### src/core_cfg.svh
// width and size settings for the mini pipeline core
// included by the packages and by every module that sizes a port
`ifndef CORE_CFG_SVH
`define CORE_CFG_SVH

`define DATA_W    16   // datapath and register width
`define REG_IDX_W 3    // register index bits
`define REG_CNT   8    // registers in the file
`define OPC_W     5    // opcode field, bits 15..11

`endif

### src/isaPkg.sv
// encoding of the 16-bit teaching ISA, opcodes, function codes and formats
`include "core_cfg.svh"

package isaPkg;

   // opcodes kept by this core, anything else is illegal
   typedef enum logic [`OPC_W-1:0] {
      OPC_RTYPE = 5'b11011,
      OPC_ADDI  = 5'b01000,
      OPC_SUBI  = 5'b01001,
      OPC_XORI  = 5'b01010,
      OPC_ANDNI = 5'b01011,
      OPC_LBI   = 5'b11000,
      OPC_SLBI  = 5'b10010
   } opcode_e;

   // register type function field, bits 1..0
   typedef enum logic [1:0] {
      FN_ADD  = 2'b00,
      FN_SUB  = 2'b01,   // rt - rs
      FN_XOR  = 2'b10,
      FN_ANDN = 2'b11    // rs & ~rt
   } func_e;

   typedef struct packed {
      opcode_e                opc;
      logic [`REG_IDX_W-1:0]  rs;
      logic [`REG_IDX_W-1:0]  rt;
      logic [`REG_IDX_W-1:0]  rd;
      func_e                  fn;
   } rFmt_t;

   typedef struct packed {
      opcode_e                opc;
      logic [`REG_IDX_W-1:0]  rs;
      logic [`REG_IDX_W-1:0]  rd;   // dest sits in 7..5 here
      logic [4:0]             imm;
   } iFmt_t;

   // lbi and slbi, rs doubles as the destination
   typedef struct packed {
      opcode_e                opc;
      logic [`REG_IDX_W-1:0]  rs;
      logic [7:0]             imm;
   } lFmt_t;

endpackage

### src/pipePkg.sv
// bundles passed between pipeline stages and the ALU operation encoding
`include "core_cfg.svh"

package pipePkg;

   typedef enum logic [2:0] {
      ALU_ADD   = 3'd0,   // a + b + cin, also used for sub via invA
      ALU_XOR   = 3'd1,
      ALU_ANDN  = 3'd2,   // a & ~b
      ALU_PASSB = 3'd3,   // lbi
      ALU_SLBI  = 3'd4    // (a << 8) | b
   } aluOp_e;

   // decode -> execute
   typedef struct packed {
      logic                   valid;
      logic                   illegal;
      aluOp_e                 aluOp;
      logic                   invA;
      logic                   invB;
      logic                   cin;
      logic [`REG_IDX_W-1:0]  srcA;     // read index behind opA, for forwarding
      logic [`REG_IDX_W-1:0]  srcB;
      logic                   useImm;   // opB is an immediate, never forwarded
      logic [`DATA_W-1:0]     opA;
      logic [`DATA_W-1:0]     opB;
      logic [`REG_IDX_W-1:0]  dest;
      logic                   wrEn;
   } decoded_t;

   // execute -> result
   typedef struct packed {
      logic                   valid;
      logic                   illegal;
      logic                   wrEn;
      logic [`REG_IDX_W-1:0]  dest;
      logic [`DATA_W-1:0]     data;
   } result_t;

endpackage

### src/regFile.sv
// eight-entry register file, two async read ports and one write port
// a same-cycle write to the read index is returned on the read port
`timescale 1ns/1ps
`default_nettype none
`include "core_cfg.svh"

module regFile (
   input  wire logic                   clk,
   input  wire logic                   arstN,
   input  wire logic [`REG_IDX_W-1:0]  rdIdxA,
   input  wire logic [`REG_IDX_W-1:0]  rdIdxB,
   output logic      [`DATA_W-1:0]     rdDataA,
   output logic      [`DATA_W-1:0]     rdDataB,
   input  wire logic                   wrEn,
   input  wire logic [`REG_IDX_W-1:0]  wrIdx,
   input  wire logic [`DATA_W-1:0]     wrData
);

   logic [`DATA_W-1:0] regs [`REG_CNT];

   always_ff @(posedge clk or negedge arstN) begin
      if (!arstN) begin
         for (int i = 0; i < `REG_CNT; i++) begin
            regs[i] <= '0;   // every register reads zero after reset
         end
      end else if (wrEn) begin
         regs[wrIdx] <= wrData;
      end
   end

   // write-through bypass, covers the instruction two slots behind decode
   assign rdDataA = (wrEn && (wrIdx == rdIdxA)) ? wrData : regs[rdIdxA];
   assign rdDataB = (wrEn && (wrIdx == rdIdxB)) ? wrData : regs[rdIdxB];

endmodule
`default_nettype wire

### src/decodeStage.sv
// combinational decode of one instruction into the execute bundle
// drives the register file read indices and folds in the read data
`timescale 1ns/1ps
`default_nettype none
`include "core_cfg.svh"

module decodeStage (
   input  wire logic                   instrValid,
   input  wire logic [15:0]            instr,
   output logic      [`REG_IDX_W-1:0]  rdIdxA,
   output logic      [`REG_IDX_W-1:0]  rdIdxB,
   input  wire logic [`DATA_W-1:0]     rdDataA,
   input  wire logic [`DATA_W-1:0]     rdDataB,
   output pipePkg::decoded_t           decoded
);

   isaPkg::rFmt_t          rInst;
   isaPkg::iFmt_t          iInst;
   isaPkg::lFmt_t          lInst;
   pipePkg::aluOp_e        aluOp;
   logic                   invA, cin;
   logic                   useImm;
   logic                   useImm8;    // 8-bit immediate instead of 5-bit
   logic                   zeroExt;    // zero-extend rather than sign-extend
   logic                   legal;
   logic [`REG_IDX_W-1:0]  dest;
   logic [`DATA_W-1:0]     imm5, imm8;

   // same bits viewed through each format
   assign rInst = isaPkg::rFmt_t'(instr);
   assign iInst = isaPkg::iFmt_t'(instr);
   assign lInst = isaPkg::lFmt_t'(instr);

   always_comb begin
      aluOp   = pipePkg::ALU_ADD;
      invA    = 1'b0;
      cin     = 1'b0;
      useImm  = 1'b1;
      useImm8 = 1'b0;
      zeroExt = 1'b0;
      legal   = 1'b1;
      dest    = iInst.rd;
      case (rInst.opc)
         isaPkg::OPC_RTYPE: begin
            useImm = 1'b0;
            dest   = rInst.rd;
            case (rInst.fn)
               isaPkg::FN_ADD:  aluOp = pipePkg::ALU_ADD;
               isaPkg::FN_SUB: begin
                  invA = 1'b1;   // rt + ~rs + 1
                  cin  = 1'b1;
               end
               isaPkg::FN_XOR:  aluOp = pipePkg::ALU_XOR;
               isaPkg::FN_ANDN: aluOp = pipePkg::ALU_ANDN;
               default:         aluOp = pipePkg::ALU_ADD;
            endcase
         end
         isaPkg::OPC_ADDI: aluOp = pipePkg::ALU_ADD;
         isaPkg::OPC_SUBI: begin
            invA = 1'b1;   // imm - rs
            cin  = 1'b1;
         end
         isaPkg::OPC_XORI: begin
            aluOp   = pipePkg::ALU_XOR;
            zeroExt = 1'b1;
         end
         isaPkg::OPC_ANDNI: begin
            aluOp   = pipePkg::ALU_ANDN;
            zeroExt = 1'b1;
         end
         isaPkg::OPC_LBI: begin
            aluOp   = pipePkg::ALU_PASSB;
            useImm8 = 1'b1;
            dest    = lInst.rs;
         end
         isaPkg::OPC_SLBI: begin
            aluOp   = pipePkg::ALU_SLBI;   // port a carries old rs
            useImm8 = 1'b1;
            zeroExt = 1'b1;
            dest    = lInst.rs;
         end
         default: legal = 1'b0;
      endcase
   end

   // immediates, extension picked per opcode
   assign imm5 = zeroExt ? {{(`DATA_W-5){1'b0}}, iInst.imm}
                         : {{(`DATA_W-5){iInst.imm[4]}}, iInst.imm};
   assign imm8 = zeroExt ? {{(`DATA_W-8){1'b0}}, lInst.imm}
                         : {{(`DATA_W-8){lInst.imm[7]}}, lInst.imm};

   assign rdIdxA = rInst.rs;   // 10..8 in every format
   assign rdIdxB = rInst.rt;

   always_comb begin
      decoded         = '0;
      decoded.valid   = instrValid;
      decoded.illegal = instrValid & ~legal;
      decoded.wrEn    = instrValid & legal;   // illegal writes nothing
      decoded.aluOp   = aluOp;
      decoded.invA    = invA;
      // no kept instruction inverts b so invB keeps its cleared value
      decoded.cin     = cin;
      decoded.srcA    = rdIdxA;
      decoded.srcB    = rdIdxB;
      decoded.useImm  = useImm;
      decoded.opA     = rdDataA;
      decoded.opB     = !useImm ? rdDataB : (useImm8 ? imm8 : imm5);
      decoded.dest    = dest;
   end

endmodule
`default_nettype wire

### src/pipeReg.sv
// one pipeline register for any packed bundle
// reset clears the whole bundle so the valid bit drops with it
`timescale 1ns/1ps
`default_nettype none

module pipeReg #(
   parameter type payload_t = logic
) (
   input  wire logic  clk,
   input  wire logic  arstN,
   input  payload_t   d,
   output payload_t   q
);

   // no stall, samples every edge
   always_ff @(posedge clk or negedge arstN) begin
      if (!arstN) begin
         q <= '0;
      end else begin
         q <= d;
      end
   end

endmodule
`default_nettype wire

### src/aluExecute.sv
// execute stage, forwards the previous result and runs the ALU
// combinational between the two pipeline registers
`timescale 1ns/1ps
`default_nettype none
`include "core_cfg.svh"

module aluExecute (
   input  pipePkg::decoded_t  op,
   input  pipePkg::result_t   fwd,    // previous instruction, one slot ahead
   output pipePkg::result_t   res
);

   logic                fwdA, fwdB;
   logic [`DATA_W-1:0]  a, b;
   logic [`DATA_W-1:0]  aIn, bIn;
   logic [`DATA_W-1:0]  aluOut;

   // register value read in decode is stale if the previous instr wrote it
   assign fwdA = fwd.valid & fwd.wrEn & (fwd.dest == op.srcA);
   assign fwdB = fwd.valid & fwd.wrEn & ~op.useImm & (fwd.dest == op.srcB);

   assign a = fwdA ? fwd.data : op.opA;
   assign b = fwdB ? fwd.data : op.opB;

   assign aIn = op.invA ? ~a : a;
   assign bIn = op.invB ? ~b : b;

   always_comb begin
      case (op.aluOp)
         pipePkg::ALU_ADD:   aluOut = aIn + bIn + {{(`DATA_W-1){1'b0}}, op.cin};  // wraps
         pipePkg::ALU_XOR:   aluOut = aIn ^ bIn;
         pipePkg::ALU_ANDN:  aluOut = aIn & ~bIn;
         pipePkg::ALU_PASSB: aluOut = bIn;
         pipePkg::ALU_SLBI:  aluOut = (aIn << 8) | bIn;
         default:            aluOut = '0;
      endcase
   end

   // control bits ride through untouched
   always_comb begin
      res         = '0;
      res.valid   = op.valid;
      res.illegal = op.illegal;
      res.wrEn    = op.wrEn;
      res.dest    = op.dest;
      res.data    = aluOut;
   end

endmodule
`default_nettype wire

### src/resultStage.sv
// retires the execute bundle, writes the register file and reports it
`timescale 1ns/1ps
`default_nettype none
`include "core_cfg.svh"

module resultStage (
   input  pipePkg::result_t         ret,
   output logic                     rfWrEn,
   output logic [`REG_IDX_W-1:0]    rfWrIdx,
   output logic [`DATA_W-1:0]       rfWrData,
   output logic                     wbValid,
   output logic [`REG_IDX_W-1:0]    wbReg,
   output logic [`DATA_W-1:0]       wbData,
   output logic                     illegal
);

   // write only for a live, legal instruction
   assign rfWrEn   = ret.valid & ret.wrEn & ~ret.illegal;
   assign rfWrIdx  = ret.dest;
   assign rfWrData = ret.data;

   assign wbValid  = rfWrEn;   // one strobe per retired write
   assign wbReg    = ret.dest;
   assign wbData   = ret.data;
   assign illegal  = ret.valid & ret.illegal;

endmodule
`default_nettype wire

### src/miniCore.sv
// top of the three-stage core, decode | execute | result
// instances and wires only, latency two clocks from instrValid
`timescale 1ns/1ps
`default_nettype none
`include "core_cfg.svh"

module miniCore (
   input  wire logic                   clk,
   input  wire logic                   arstN,
   input  wire logic                   instrValid,
   input  wire logic [15:0]            instr,
   output logic                        wbValid,
   output logic      [`REG_IDX_W-1:0]  wbReg,
   output logic      [`DATA_W-1:0]     wbData,
   output logic                        illegal
);

   logic [`REG_IDX_W-1:0]  rdIdxA, rdIdxB;
   logic [`DATA_W-1:0]     rdDataA, rdDataB;
   logic                   rfWrEn;
   logic [`REG_IDX_W-1:0]  rfWrIdx;
   logic [`DATA_W-1:0]     rfWrData;
   pipePkg::decoded_t      decD, decQ;   // around the first register
   pipePkg::result_t       exD, exQ;     // around the second register

   regFile i_regFile (
      .clk(clk), .arstN(arstN),
      .rdIdxA(rdIdxA), .rdIdxB(rdIdxB),
      .rdDataA(rdDataA), .rdDataB(rdDataB),
      .wrEn(rfWrEn), .wrIdx(rfWrIdx), .wrData(rfWrData)
   );

   decodeStage i_decodeStage (
      .instrValid(instrValid), .instr(instr),
      .rdIdxA(rdIdxA), .rdIdxB(rdIdxB),
      .rdDataA(rdDataA), .rdDataB(rdDataB),
      .decoded(decD)
   );

   pipeReg #(.payload_t(pipePkg::decoded_t)) i_decReg (
      .clk(clk), .arstN(arstN), .d(decD), .q(decQ)
   );

   aluExecute i_aluExecute (
      .op(decQ), .fwd(exQ), .res(exD)   // exQ is the previous result
   );

   pipeReg #(.payload_t(pipePkg::result_t)) i_exReg (
      .clk(clk), .arstN(arstN), .d(exD), .q(exQ)
   );

   resultStage i_resultStage (
      .ret(exQ),
      .rfWrEn(rfWrEn), .rfWrIdx(rfWrIdx), .rfWrData(rfWrData),
      .wbValid(wbValid), .wbReg(wbReg), .wbData(wbData), .illegal(illegal)
   );

endmodule
`default_nettype wire

### config.mk
export PLATFORM = sky130hd
export DESIGN_NAME = miniCore
export DESIGN_NICKNAME = d
export VERILOG_FILES = /design/src/isaPkg.sv /design/src/pipePkg.sv /design/src/regFile.sv /design/src/decodeStage.sv /design/src/pipeReg.sv /design/src/aluExecute.sv /design/src/resultStage.sv /design/src/miniCore.sv
export VERILOG_INCLUDE_DIRS = /design/src /design/src/src
export SDC_FILE = /design/constraint.sdc
export NUM_CORES = 1
export LEC_CHECK = 0
export CORE_MARGIN = 4
export CORE_UTILIZATION = 45
export CTS_CLUSTER_SIZE = 20
export DETAILED_ROUTE_END_ITERATION = 8
export DONT_BUFFER_PORTS = 1
export SKIP_LAST_GASP = 1
export SLEW_MARGIN = 15
export SYNTH_ARGS = -nofsm -noshare
export SYNTH_HDL_FRONTEND = slang
export SYNTH_SLANG_ARGS = --single-unit
### constraint.sdc
create_clock -name clk -period 9.7 [get_ports clk]
set_input_delay 0.485 -clock clk [delete_from_list [all_inputs] [get_ports clk]]
set_output_delay 0.485 -clock clk [all_outputs]
set_load 0.03 [all_outputs]
==> PnR_summary.wiki, run 1 <==
{| class="wikitable"
! Metric !! Value
|-
| Run status || completed
|-
| Reg-to-reg critical path endpoint || i_exReg.q[14]
|-
| Cell mode on critical path || sky130_fd_sc_hd__mux2_2
|-
| Actual slew at the worst max-slew pin || 1.18 ns
|-
| HPWL after detailed placement || 19500 um
|-
| Area occupied by registers || 0.00498 sq mm
|-
| Cells on worst reg2reg path || 13
|-
| Buffer levels on the longest clock path || 2
|-
| Post-synthesis net count || 1043
|-
| Worst Path Max Fanout || 16
|-
| Met1 Usage GRT || 26.1%
|-
| Fill cell count || 2260
|-
| Cell breakdown of the critical path || xor2_1 > nor4_4 > buf_4 > mux2_2 > mux2_2 > fa_1 > a21oi_1 > inv_1 > a221o_1 > a31oi_2 > a32oi_2 > or4b_1 > nand3_1
|-
| Average wire per cell in the routed design || 23.7 um
|-
| Final period utilization || 46.8%
|-
| Root buffer selected by CTS || sky130_fd_sc_hd__clkbuf_16
|-
| Final Setup Violations || 0
|-
| Worst VDD drop || 0.000136 V
|-
| Final min period || 4.54 ns
|-
| Total grt overflow || 0
|-
| Layout Cells excl Fill || 1276
|-
| Worst skew pair latency || 0.44 ns
|-
| Routed WL || 30200 um
|-
| Synth-to-Final Area Change || 6.65%
|-
| Slowest stage delay, CP || 0.86 ns
|-
| Relative contribution of sequential cells to total power || 49.5%
|-
| Setup slack of the most critical reg-to-reg path || 5.16 ns
|-
| Highest clock rate || 0.221 GHz
|-
| Logic pwr share || 18.8%
|-
| Launch instance of the worst register-to-register path || i_exReg.q[18]
|-
| Met3 Track Usage GR || 3.29%
|-
| Count of flip-flops with a built-in enable after synthesis || 0
|-
| Die Wd || 169 um
|-
| Number of nets in the layout || 982
|-
| Post-synthesis instance area || 0.0117 sq mm
|-
| Post-synth ARST share || 100%
|-
| Total via count in the routed design || 7484
|-
| Final max-slew violation count || 0
|-
| Multi-input gate area || 0.00616 sq mm
|-
| Share of the yosys chip area belonging to registers || 42.7%
|-
| Synthesis warning total || 0
|-
| Req. time, crit path || 10.07 ns
|-
| Number of H-tree levels || 4
|-
| Met2 layer usage reported by global route || 39.2%
|-
| Worst slew margin relative to its limit || 21.1%
|-
| Number of clock sinks seen by CTS || 199
|-
| Clock tree from TritonCTS || done
|-
| Power per unit of standard cell area || 195 mW/mm^2
|-
| Mapped Avg Cell Area || 11.7 sq um
|-
| Busiest metal layer after global routing || met2
|-
| Endpoint arrival time on the critical path || 4.91 ns
|-
| Number of cells produced by synthesis || 994
|-
| FF+latch count, synth || 199
|-
| Proportion of total power due to net switching || 33.0%
|-
| Iteration-0 DRC count of the detailed router || 518
|-
| Synth unique cells || 54
|-
| Endpoint type of the worst setup path || flip-flop
|-
| Worst Path Class, Setup || reg2reg
|-
| Most common library cell in the layout ignoring fill and taps || sky130_fd_sc_hd__dfrtp_1
|-
| Inst Count DP || 1243
|-
| Global-route wire length before repair || 46500 um
|-
| Fin Clk Skew || 0.0113 ns
|-
| Internal Dissipation || 1630 uW
|-
| Post-CTS resize count || 0
|-
| Total negative slack || 0 ns
|-
| Sort of element at the start of the critical path || flip-flop
|-
| Layout cell share with drive strength beyond 1 || 27.7%
|-
| Clock network fraction of design power || 31.7%
|-
| CTS buffer count || 17
|-
| Hold Fails Final Rpt || 0
|-
| Net switching power figure || 803 uW
|-
| Synth Flop Type || sky130_fd_sc_hd__dfrtp_1
|-
| Antenna-violating nets left || 0
|-
| I/O pin count || 40
|-
| Library cell contributing the largest single delay on the critical path || sky130_fd_sc_hd__dfrtp_1
|-
| Buffers added on ports || 0
|-
| RSZ-0062 raised after global routing || no
|-
| Count of buffers added by post-CTS timing repair for setup || 0
|-
| Antenna violations before repair || 0
|-
| Die height || 169 um
|-
| Number of inserted diodes || 0
|-
| Overall fraction of global-route tracks in use || 21.5%
|-
| Ratio of routed vias to standard cells || 5.87
|-
| Total die area || 0.0286 sq mm
|-
| Vias in the first global route || 7750
|-
| DRT Pass-1 Iters || 5
|-
| Number of DRC violations after detailed routing || 0
|-
| Static power due to leakage || 0.00552 uW
|-
| Most used cells in the layout excluding fill and tap cells || sky130_fd_sc_hd__dfrtp_1, sky130_fd_sc_hd__mux2_2, sky130_fd_sc_hd__mux4_2
|-
| Maximum Capacitance Violations || 0
|-
| Area of the placeable core || 0.0253 sq mm
|-
| CTS clock-pin slew for the worst setup and hold paths || 0.07 ns
|-
| Effective utilization at floorplan || 46.1%
|-
| Path category of the worst min-delay check || in2async
|-
| Count of standard-cell rows || 58
|-
| Largest net degree at the start of global routing || 200
|-
| RD Place Congestion || 0.908
|}
## power by group through the flow
| stage | combinational [uW] | clock, uW | sequential (uW) |
|---|---|---|---|
| floorplan | 542 | 0 | 1030 |
| global placement | 432 | 0 | 1220 |
| detailed placement | 440 | 0 | 1220 |
| CTS | 460 | 781 | 1210 |
| global route | 505 | 814 | 1230 |
| finish | 458 | 770 | 1200 |
## state kept, by name (all words and copies together), names as in the netlist
| register | count |
|---|---|
| i_regFile.regs | 128 |
| i_exReg.q | 22 |
| i_decReg.q | 49 |
## through the flow
step / hold slack, ns / area, sq um / utilization [%] / setup slack [ns] / power (uW)
6_report: 0.0339 / 12400 / 49.1 / 5.16 / 2430
5_1_grt: 0.0617 / 12400 / 49.1 / 5.00 / 2550
4_1_cts: 0.0617 / 12400 / 49.1 / 5.19 / 2450
3_5_place_dp: 0.204 / 11800 / 46.5 / 5.22 / 1660
3_3_place_gp: 0.204 / 11800 / 46.5 / 5.25 / 1650
2_1_floorplan: 0.189 / 11700 / - / 5.88 / 1570
## layout make-up
cell class                 instances  share of cell area (%)
tap                              330                    3.32
clock inverter                    12                    1.45
clock buffer                      20                    3.59
inverter                          28                   0.845
multi-input combinational        669                    49.5
sequential                       199                    40.0
timing repair buffer              18                    1.25
## cell usage after synthesis, types with 28 or more instances
cell type	n	area, sq um
sky130_fd_sc_hd__dfrtp_1	199	4980
sky130_fd_sc_hd__mux2_2	136	1530
sky130_fd_sc_hd__mux4_2	64	1440
sky130_fd_sc_hd__o21ai_0	62	310
sky130_fd_sc_hd__clkbuf_1	61	229
sky130_fd_sc_hd__mux2i_1	60	601
sky130_fd_sc_hd__nand2_1	58	218
sky130_fd_sc_hd__a21oi_1	54	270
sky130_fd_sc_hd__nor2_1	52	195
sky130_fd_sc_hd__xnor2_1	31	272
sky130_fd_sc_hd__ha_1	29	363
sky130_fd_sc_hd__inv_1	28	105
## logic make-up after synthesis
family	after synthesis	synth area share, %
flops	199	42.7
fa+ha+maj	30	3.28
compound gates	163	8.29
simple gates	171	6.88
buf+inv	126	4.86
xor+xnor	45	3.38
mux	260	30.6
## metal layers
layer	wire [um]	vias to the layer above
met5	0	-
met4	744	0
met3	946	37
met2	15900	118
met1	12600	3867
li1	-	3462
## worst max-delay path: cells and delay by family (launching register included)
family | cells | cell delay, ns
AND/OR/NAND/NOR | 3 | 0.90
flip-flops | 1 | 0.86
buffers and inverters | 2 | 0.40
XOR/XNOR | 1 | 0.22
AO/OA/AOI/OAI | 4 | 0.94
multiplexers | 2 | 0.68
adder cells (fa/ha/maj) | 1 | 0.49
## worst max-delay path by stage
stage	from	to	slack, ns	depth (start not counted)
3_3_place_gp	i_exReg.q[18]	i_exReg.q[14]	5.25	13
6_report	i_exReg.q[18]	i_exReg.q[14]	5.16	13
2_1_floorplan	i_exReg.q[18]	i_exReg.q[14]	5.88	14
4_1_cts	i_exReg.q[18]	i_exReg.q[14]	5.19	13
5_1_grt	i_exReg.q[18]	i_exReg.q[14]	5.00	13
3_5_place_dp	i_exReg.q[18]	i_exReg.q[14]	5.22	13
## what timing repair did
| item | CTS | global route |
|---|---|---|
| hold buffers | 1 | 0 |
| endpoints found under the setup margin | 0 | 0 |
| endpoints found under the hold margin | 199 | 0 |
No activity file was read; power rests on OpenSTA's default activity.
==> inputs of run 2 (changes only) <==
==> constraint.sdc (replaced) <==
create_clock -name clk -period 3.75 [get_ports clk]
set_input_delay 0.1875 -clock clk [delete_from_list [all_inputs] [get_ports clk]]
set_output_delay 0.1875 -clock clk [all_outputs]
set_load 0.03 [all_outputs]
==> run 2 against run 1 <==
  * The run now ends with negative hold slack left
  * Via count increased by 4.6%
  * Non-clock buffer count increased by 53
  * Core utilization increased by 1.7 points
  * Critical path depth is the same
  * Combinational power increased to 3.2 times the previous value
  * Die area is the same
  * Total power grew to 2.6 times the previous value
  * Flip-flop and latch count did not move
  * Sequential share of layout area fell by 1.4 points
  * Clock skew rose by 0.0021 ns
  * First-iteration DRC count shrank 4.1%
  * Highest routed layer unchanged
==> PnR_summary.wiki, run 2 (synthesis gave the netlist of run 1 again) <==
{| class="wikitable"
! Metric !! Value
|-
| Final min period || 3.61 ns (-0.927 ns)
|-
| Number of H-tree levels || 4 (unchanged)
|-
| Hold Fails Final Rpt || 199 (+199)
|-
| Vias in the first global route || 7950 (+2.6%)
|-
| Slowest stage delay, CP || 0.48 ns (-0.38 ns)
|-
| Power per unit of standard cell area || 488 mW/mm^2 (+150%)
|-
| Reg with most FFs || i_regFile.regs
|-
| HPWL after detailed placement || 19700 um (+0.95%)
|-
| Worst hold-check slack || -0.561 ns (-0.594 ns)
|-
| Worst Path Max Fanout || 3 (-13)
|-
| Endpoint arrival time on the critical path || 3.99 ns (-0.92 ns)
|-
| Path category of the worst min-delay check || in2async
|-
| Final cell area excluding filler cells || 0.0129 sq mm (+3.5%)
|-
| Final max-slew violation count || 0 (unchanged)
|-
| Antenna violations before repair || 0 (unchanged)
|-
| RD Place Congestion || 0.916 (+0.89%)
|-
| Synth-to-Final Area Change || 10.4%
|-
| Maximum Capacitance Violations || 0 (unchanged)
|-
| Worst path bufs/invs || 2 (unchanged)
|-
| Violated checks || negative hold slack
|-
| Run status || finished with violations
|-
| DRT Pass-1 Iters || 4 (-1)
|-
| Layout cell share with drive strength beyond 1 || 30.4% (+2.7 points)
|-
| Kind of cell adding the most delay to the critical path || simple AND/OR/NAND/NOR gates
|-
| Ratio of routed vias to standard cells || 5.89 (+0.43%)
|-
| Average wire per cell in the routed design || 22.8 um (-3.7%)
|-
| Root buffer selected by CTS || sky130_fd_sc_hd__clkbuf_16
|-
| Most used cells in the layout excluding fill and tap cells || sky130_fd_sc_hd__dfrtp_1, sky130_fd_sc_hd__mux2_2, sky130_fd_sc_hd__mux4_2
|-
| Library cell contributing the largest single delay on the critical path || sky130_fd_sc_hd__or4b_1
|-
| Total die area || 0.0286 sq mm (unchanged)
|-
| Flip-flop count of the largest register, all copies and words added || 128 (unchanged)
|-
| Number of clock sinks seen by CTS || 199 (unchanged)
|-
| Buffers added on ports || 0 (unchanged)
|-
| Highest clock rate || 0.277 GHz (+26%)
|-
| Total negative slack || 0 ns (unchanged)
|-
| Final period utilization || 96.2% (+49 points)
|-
| Die height || 169 um (unchanged)
|-
| Sort of element at the start of the critical path || flip-flop
|-
| Final Setup Violations || 0 (unchanged)
|-
| DP Area || 0.0120 sq mm (+1.7%)
|-
| Number of DRC violations after detailed routing || 0 (unchanged)
|-
| Overall fraction of global-route tracks in use || 21.5% (about the same)
|-
| Registers with the most flip-flops || i_regFile.regs x128, i_decReg.q x49, i_exReg.q x22
|-
| Number of inserted diodes || 0 (unchanged)
|-
| Die Wd || 169 um (unchanged)
|-
| CTS clock-pin slew for the worst setup and hold paths || 0.08 ns (about the same)
|-
| Area of the placeable core || 0.0253 sq mm (unchanged)
|-
| Worst skew pair latency || 0.45 ns (about the same)
|-
| I/O pin count || 40 (unchanged)
|-
| Count of standard-cell rows || 58 (unchanged)
|-
| Worst slew margin relative to its limit || 22.5% (+1.4 points)
|-
| Global-route wire length before repair || 46900 um (+0.89%)
|-
| Req. time, crit path || 4.14 ns (-5.93 ns)
|-
| Worst VDD drop || 0.000377 V (+180%)
|-
| Routed WL || 30300 um (+0.28%)
|-
| Iteration-0 DRC count of the detailed router || 497 (-4.1%)
|-
| Total via count in the routed design || 7828 (+4.6%)
|-
| Fill cell count || 2209 (-2.3%)
|-
| Clock tree from TritonCTS || done
|-
| Antenna-violating nets left || 0 (unchanged)
|-
| Static power due to leakage || 0.00574 uW (+4.0%)
|-
| Buffer levels on the longest clock path || 2 (unchanged)
|-
| Effective utilization at floorplan || 46.1% (unchanged)
|-
| CTS buffer count || 17 (unchanged)
|-
| Worst Path Class, Setup || reg2reg
|-
| Number of nets in the layout || 1035 (+5.4%)
|-
| Total grt overflow || 0 (unchanged)
|-
| Actual slew at the worst max-slew pin || 1.15 ns (-0.0267 ns)
|-
| Endpoint type of the worst setup path || flip-flop
|-
| RSZ-0062 raised after global routing || yes
|-
| Most common library cell in the layout ignoring fill and taps || sky130_fd_sc_hd__dfrtp_1
|-
| Largest net degree at the start of global routing || 200 (unchanged)
|-
| Setup slack of the most critical reg-to-reg path || 0.14 ns (-5.02 ns)
|-
| Fin Clk Skew || 0.0134 ns (+0.00208 ns)
|-
| Cell breakdown of the critical path || xor2_1 > nor4_2 > buf_4 > mux2i_4 > mux2_2 > fa_2 > a21oi_1 > inv_1 > a221o_1 > a31oi_4 > a32oi_2 > or4b_1 > nand3_1
|}
## run 2: cell count changes in the layout (fill, tap and decap cells not counted), moves of 2 or more
cell / before / now
sky130_fd_sc_hd__buf_4: 17 / 49
sky130_fd_sc_hd__dlygate4sd3_1: 0 / 21
sky130_fd_sc_hd__mux2i_1: 60 / 55
sky130_fd_sc_hd__mux2i_2: 0 / 4
sky130_fd_sc_hd__a21oi_1: 54 / 52
sky130_fd_sc_hd__a21oi_2: 0 / 2
sky130_fd_sc_hd__bufinv_16: 3 / 1
sky130_fd_sc_hd__clkinv_4: 1 / 3
sky130_fd_sc_hd__clkinvlp_4: 0 / 2
## run 2: path summary, 6_finish.rpt
path / from / endpoint / cells after the start
worst max-delay path: i_exReg.q[17] / i_exReg.q[14] / 13
worst min-delay path: arstN / i_regFile.regs[93] / 0
worst max register to register: i_exReg.q[17] / i_exReg.q[14] / 13
worst min register to register: i_decReg.q[49] / i_exReg.q[20] / 0
max in group asynchronous: arstN / i_decReg.q[34] / 0
min in group clk: instr[11] / i_decReg.q[46] / 3
## run 2: what timing repair did
action	4_1_cts	5_1_grt
hold endpoints to repair	229	200
setup buffers	1	4
gates resized for setup	1	11
pin swaps	1	2
endpoints found under the setup margin	3	8
hold buffers	20	1
## run 2: routing by layer
layer	track usage (%)	wire (um)	share of wire [%]
met1	28.2	13100	43
met4	7.14	786	2.6
met3	3.81	1180	3.9
met5	0	0	0
met2	36.3	15200	50
## run 2: layout make-up
type	instances	area (sq um)	area share [%]
multi-input combinational	669	6210	48.2
tap	330	413	3.20
sequential	199	4980	38.6
clock inverter	14	159	1.23
timing repair buffer	71	589	4.57
clock buffer	18	429	3.33
inverter	28	105	0.816
## run 2: report_power, final
part	switching (uW)	leakage, uW	internal (uW)
clock network	912	0.000282	950
registers	495	0.00262	2460
logic	711	0.00283	756
total	2120	0.00574	4170
## run 2: worst reg2reg max path, cell delays in order, from the launching register on
cell                      delay [ns]
sky130_fd_sc_hd__dfrtp_1        0.41
sky130_fd_sc_hd__xor2_1         0.18
sky130_fd_sc_hd__nor4_2         0.30
sky130_fd_sc_hd__buf_4          0.19
sky130_fd_sc_hd__mux2i_4        0.23
sky130_fd_sc_hd__mux2_2         0.37
sky130_fd_sc_hd__fa_2           0.41
sky130_fd_sc_hd__a21oi_1        0.14
sky130_fd_sc_hd__inv_1          0.07
sky130_fd_sc_hd__a221o_1        0.35
sky130_fd_sc_hd__a31oi_4        0.19
sky130_fd_sc_hd__a32oi_2        0.14
sky130_fd_sc_hd__or4b_1         0.48
sky130_fd_sc_hd__nand3_1        0.09
## run 2: stage by stage
step / cells / worst slack (ns) / hold slack, ns / utilization [%] / power [uW]
floorplan: 994 / 0.0132 / -0.108 / - / 4070
detailed placement: 1271 / -0.0748 / -0.0972 / 47.4 / 4400
finish: 1329 / 0.142 / -0.561 / 50.9 / 6290
global route: 1329 / -0.0188 / -0.586 / 50.9 / 6590
CTS: 1324 / -0.00163 / -0.580 / 50.5 / 6300
global placement: 1271 / 0.0851 / -0.0974 / 47.4 / 4380
==> inputs of run 3 (changes only) <==
--- a/config.mk
+++ b/config.mk
@@ -6,13 +6,15 @@
 export SDC_FILE = /design/constraint.sdc
 export NUM_CORES = 1
 export LEC_CHECK = 0
+export CELL_PAD_IN_SITES_DETAIL_PLACEMENT = 1
+export CELL_PAD_IN_SITES_GLOBAL_PLACEMENT = 1
 export CORE_MARGIN = 4
 export CORE_UTILIZATION = 45
 export CTS_CLUSTER_SIZE = 20
 export DETAILED_ROUTE_END_ITERATION = 8
 export DONT_BUFFER_PORTS = 1
+export PLACE_DENSITY_LB_ADDON = 0.1
 export SKIP_LAST_GASP = 1
-export SLEW_MARGIN = 15
 export SYNTH_ARGS = -nofsm -noshare
 export SYNTH_HDL_FRONTEND = slang
 export SYNTH_SLANG_ARGS = --single-unit
==> run 3 against run 2 <==
  * The run still ends with negative hold slack left
  * Combinational power about the same
  * Total power increased by 0.85%
  * Fmax increased by 0.18%
  * Core utilization barely moved
  * Register-to-register slack is essentially flat
==> PnR_summary.wiki, run 3 (synthesis gave the netlist of run 1 again) <==
{| class="wikitable"
! Metric !! Value
|-
| Run status || finished with violations
|-
| Violated checks || negative hold slack
|-
| Total via count in the routed design || 7997 (+2.2%)
|-
| Worst slew margin relative to its limit || 25.6% (+3.1 points)
|-
| Layout Cells excl Fill || 1332 (+0.23%)
|-
| RSZ-0062 raised after global routing || yes
|-
| Number of H-tree levels || 4 (unchanged)
|-
| Number of DRC violations after detailed routing || 0 (unchanged)
|-
| Effective utilization at floorplan || 46.1% (unchanged)
|-
| I/O pin count || 40 (unchanged)
|-
| Highest clock rate || 0.278 GHz (+0.18%)
|-
| Registers with the most flip-flops || i_regFile.regs x128, i_decReg.q x49, i_exReg.q x22
|-
| Count of standard-cell rows || 58 (unchanged)
|-
| Actual slew at the worst max-slew pin || 1.11 ns (-0.0396 ns)
|-
| Die Wd || 169 um (unchanged)
|-
| Setup slack of the most critical reg-to-reg path || 0.15 ns (about the same)
|-
| Synth-to-Final Area Change || 10.4% (about the same)
|-
| Vias in the first global route || 8893 (+12%)
|-
| Maximum Capacitance Violations || 0 (unchanged)
|-
| Fin Clk Skew || 0.0188 ns (+0.00544 ns)
|-
| Most common library cell in the layout ignoring fill and taps || sky130_fd_sc_hd__dfrtp_1
|-
| Worst hold-check slack || -0.565 ns (-0.00493 ns)
|-
| Worst-case setup margin in the final layout || 0.149 ns (+0.00648 ns)
|-
| Area of the placeable core || 0.0253 sq mm (unchanged)
|-
| Final Setup Violations || 0 (unchanged)
|-
| Path category of the worst min-delay check || in2async
|-
| Layout cell share with drive strength beyond 1 || 30.7% (+0.24 points)
|-
| Total die area || 0.0286 sq mm (unchanged)
|-
| Worst Path Class, Setup || reg2reg
|-
| Buffer levels on the longest clock path || 2 (unchanged)
|-
| Overall fraction of global-route tracks in use || 24.8% (+3.3 points)
|-
| Static power due to leakage || 0.00576 uW (+0.30%)
|-
| Iteration-0 DRC count of the detailed router || 498 (+0.20%)
|-
| Largest net degree at the start of global routing || 200 (unchanged)
|-
| CTS clock-pin slew for the worst setup and hold paths || 0.09 ns (about the same)
|-
| Worst Path Max Fanout || 7 (+4)
|-
| Post-placement worst setup slack || 0.00875 ns (+0.0836 ns)
|-
| Clock tree from TritonCTS || done
|-
| Final min period || 3.60 ns (-0.00648 ns)
|-
| Endpoint type of the worst setup path || flip-flop
|-
| Inst Count DP || 1278 (+0.55%)
|-
| Final period utilization || 96.0% (-0.17 points)
|-
| Average wire per cell in the routed design || 26.0 um (+14%)
|-
| Worst skew pair latency || 0.45 ns (about the same)
|-
| Post-CTS Hold Buffers || 18 (-10%)
|-
| Flip-flop count of the largest register, all copies and words added || 128 (unchanged)
|-
| Most used cells in the layout excluding fill and tap cells || sky130_fd_sc_hd__dfrtp_1, sky130_fd_sc_hd__mux2_2, sky130_fd_sc_hd__mux4_2
|-
| Endpoint arrival time on the critical path || 3.99 ns (about the same)
|-
| Worst VDD drop || 0.000256 V (-32%)
|-
| Reg with most FFs || i_regFile.regs
|-
| Hold Fails Final Rpt || 199 (unchanged)
|-
| Antenna-violating nets left || 0 (unchanged)
|-
| Sort of element at the start of the critical path || flip-flop
|-
| Power per unit of standard cell area || 492 mW/mm^2 (+0.90%)
|-
| End-of-flow core utilization || 50.8% (about the same)
|-
| Fill cell count || 2592 (+17%)
|-
| DRT Pass-1 Iters || 4 (unchanged)
|-
| RD Place Congestion || 0.907 (-0.95%)
|-
| Total grt overflow || 0 (unchanged)
|-
| Buffers added on ports || 0 (unchanged)
|-
| Die height || 169 um (unchanged)
|-
| Total negative slack || 0 ns (unchanged)
|-
| Final max-slew violation count || 0 (unchanged)
|-
| Root buffer selected by CTS || sky130_fd_sc_hd__clkbuf_16
|-
| CTS buffer count || 17 (unchanged)
|-
| Global-route wire length before repair || 53900 um (+15%)
|-
| Ratio of routed vias to standard cells || 6.00 (+1.9%)
|-
| Routed WL || 34700 um (+15%)
|-
| HPWL after detailed placement || 23400 um (+19%)
|-
| Req. time, crit path || 4.14 ns (about the same)
|-
| Number of clock sinks seen by CTS || 199 (unchanged)
|-
| Number of nets in the layout || 1037 (+0.19%)
|-
| Antenna violations before repair || 2 (+2)
|}
-- run 3: cell type report --
class / instances / area (sq um) / area share (%)
multi-input cells: 669 / 6190 / 48.1
repair buffers: 73 / 593 / 4.61
clock buffers: 19 / 443 / 3.44
clock inverters: 13 / 154 / 1.19
diodes: 1 / 2.50 / 0.0194
flip-flops and latches: 199 / 4980 / 38.7
well taps: 330 / 413 / 3.21
inverters: 28 / 105 / 0.816
-- run 3: worst paths after layout --
check                         startpoint                  to  cells past startpoint
setup / recovery           i_exReg.q[17]       i_exReg.q[14]                     13
min in group clk               instr[12]      i_decReg.q[45]                      2
setup reg to reg           i_exReg.q[17]       i_exReg.q[14]                     13
hold reg to reg            i_decReg.q[0]       i_exReg.q[19]                      0
max in group asynchronous          arstN        i_exReg.q[7]                      0
hold / removal                     arstN  i_regFile.regs[92]                      0
-- run 3: critical path, stage by stage, from the launching register on --
cell and delay (ns):
sky130_fd_sc_hd__dfrtp_1 0.42, sky130_fd_sc_hd__xor2_1 0.18, sky130_fd_sc_hd__nor4_2 0.23, sky130_fd_sc_hd__buf_4 0.21, sky130_fd_sc_hd__mux2i_2 0.28, sky130_fd_sc_hd__mux2_4 0.34
sky130_fd_sc_hd__fa_2 0.42, sky130_fd_sc_hd__a21oi_1 0.15, sky130_fd_sc_hd__inv_1 0.08, sky130_fd_sc_hd__a221o_1 0.34, sky130_fd_sc_hd__a31oi_2 0.19, sky130_fd_sc_hd__a32oi_2 0.15
sky130_fd_sc_hd__or4b_1 0.49, sky130_fd_sc_hd__nand3_1 0.09
-- run 3: what timing repair did --
item / 4_1_cts / 5_1_grt
gates resized for setup: 0 / 8
buffers inserted: 0 / 3
hold endpoints to repair: 231 / 199
endpoints found under the setup margin: 0 / 7
-- run 3: power breakdown --
| group | internal (uW) | switching (uW) | total [uW] | leakage, uW |
|---|---|---|---|---|
| combinational | 753 | 700 | 1450 | 0.00284 |
| clock | 920 | 957 | 1880 | 0.000292 |
| sequential | 2460 | 549 | 3010 | 0.00262 |
-- run 3: per-stage QoR --
step,area (sq um),total power [uW]
2_1_floorplan,11700,4070
3_3_place_gp,12000,4360
3_5_place_dp,12000,4460
4_1_cts,12800,6370
5_1_grt,12900,6660
6_report,12900,6340
-- run 3: metal layers --
layer,share of wire [%],vias to the layer above,track usage [%]
met2,51,139,42.7
met5,0.020,-,0
met1,43,4242,32.4
met3,4.1,47,4.20
li1,-,3567,-
met4,2.0,2,7.18
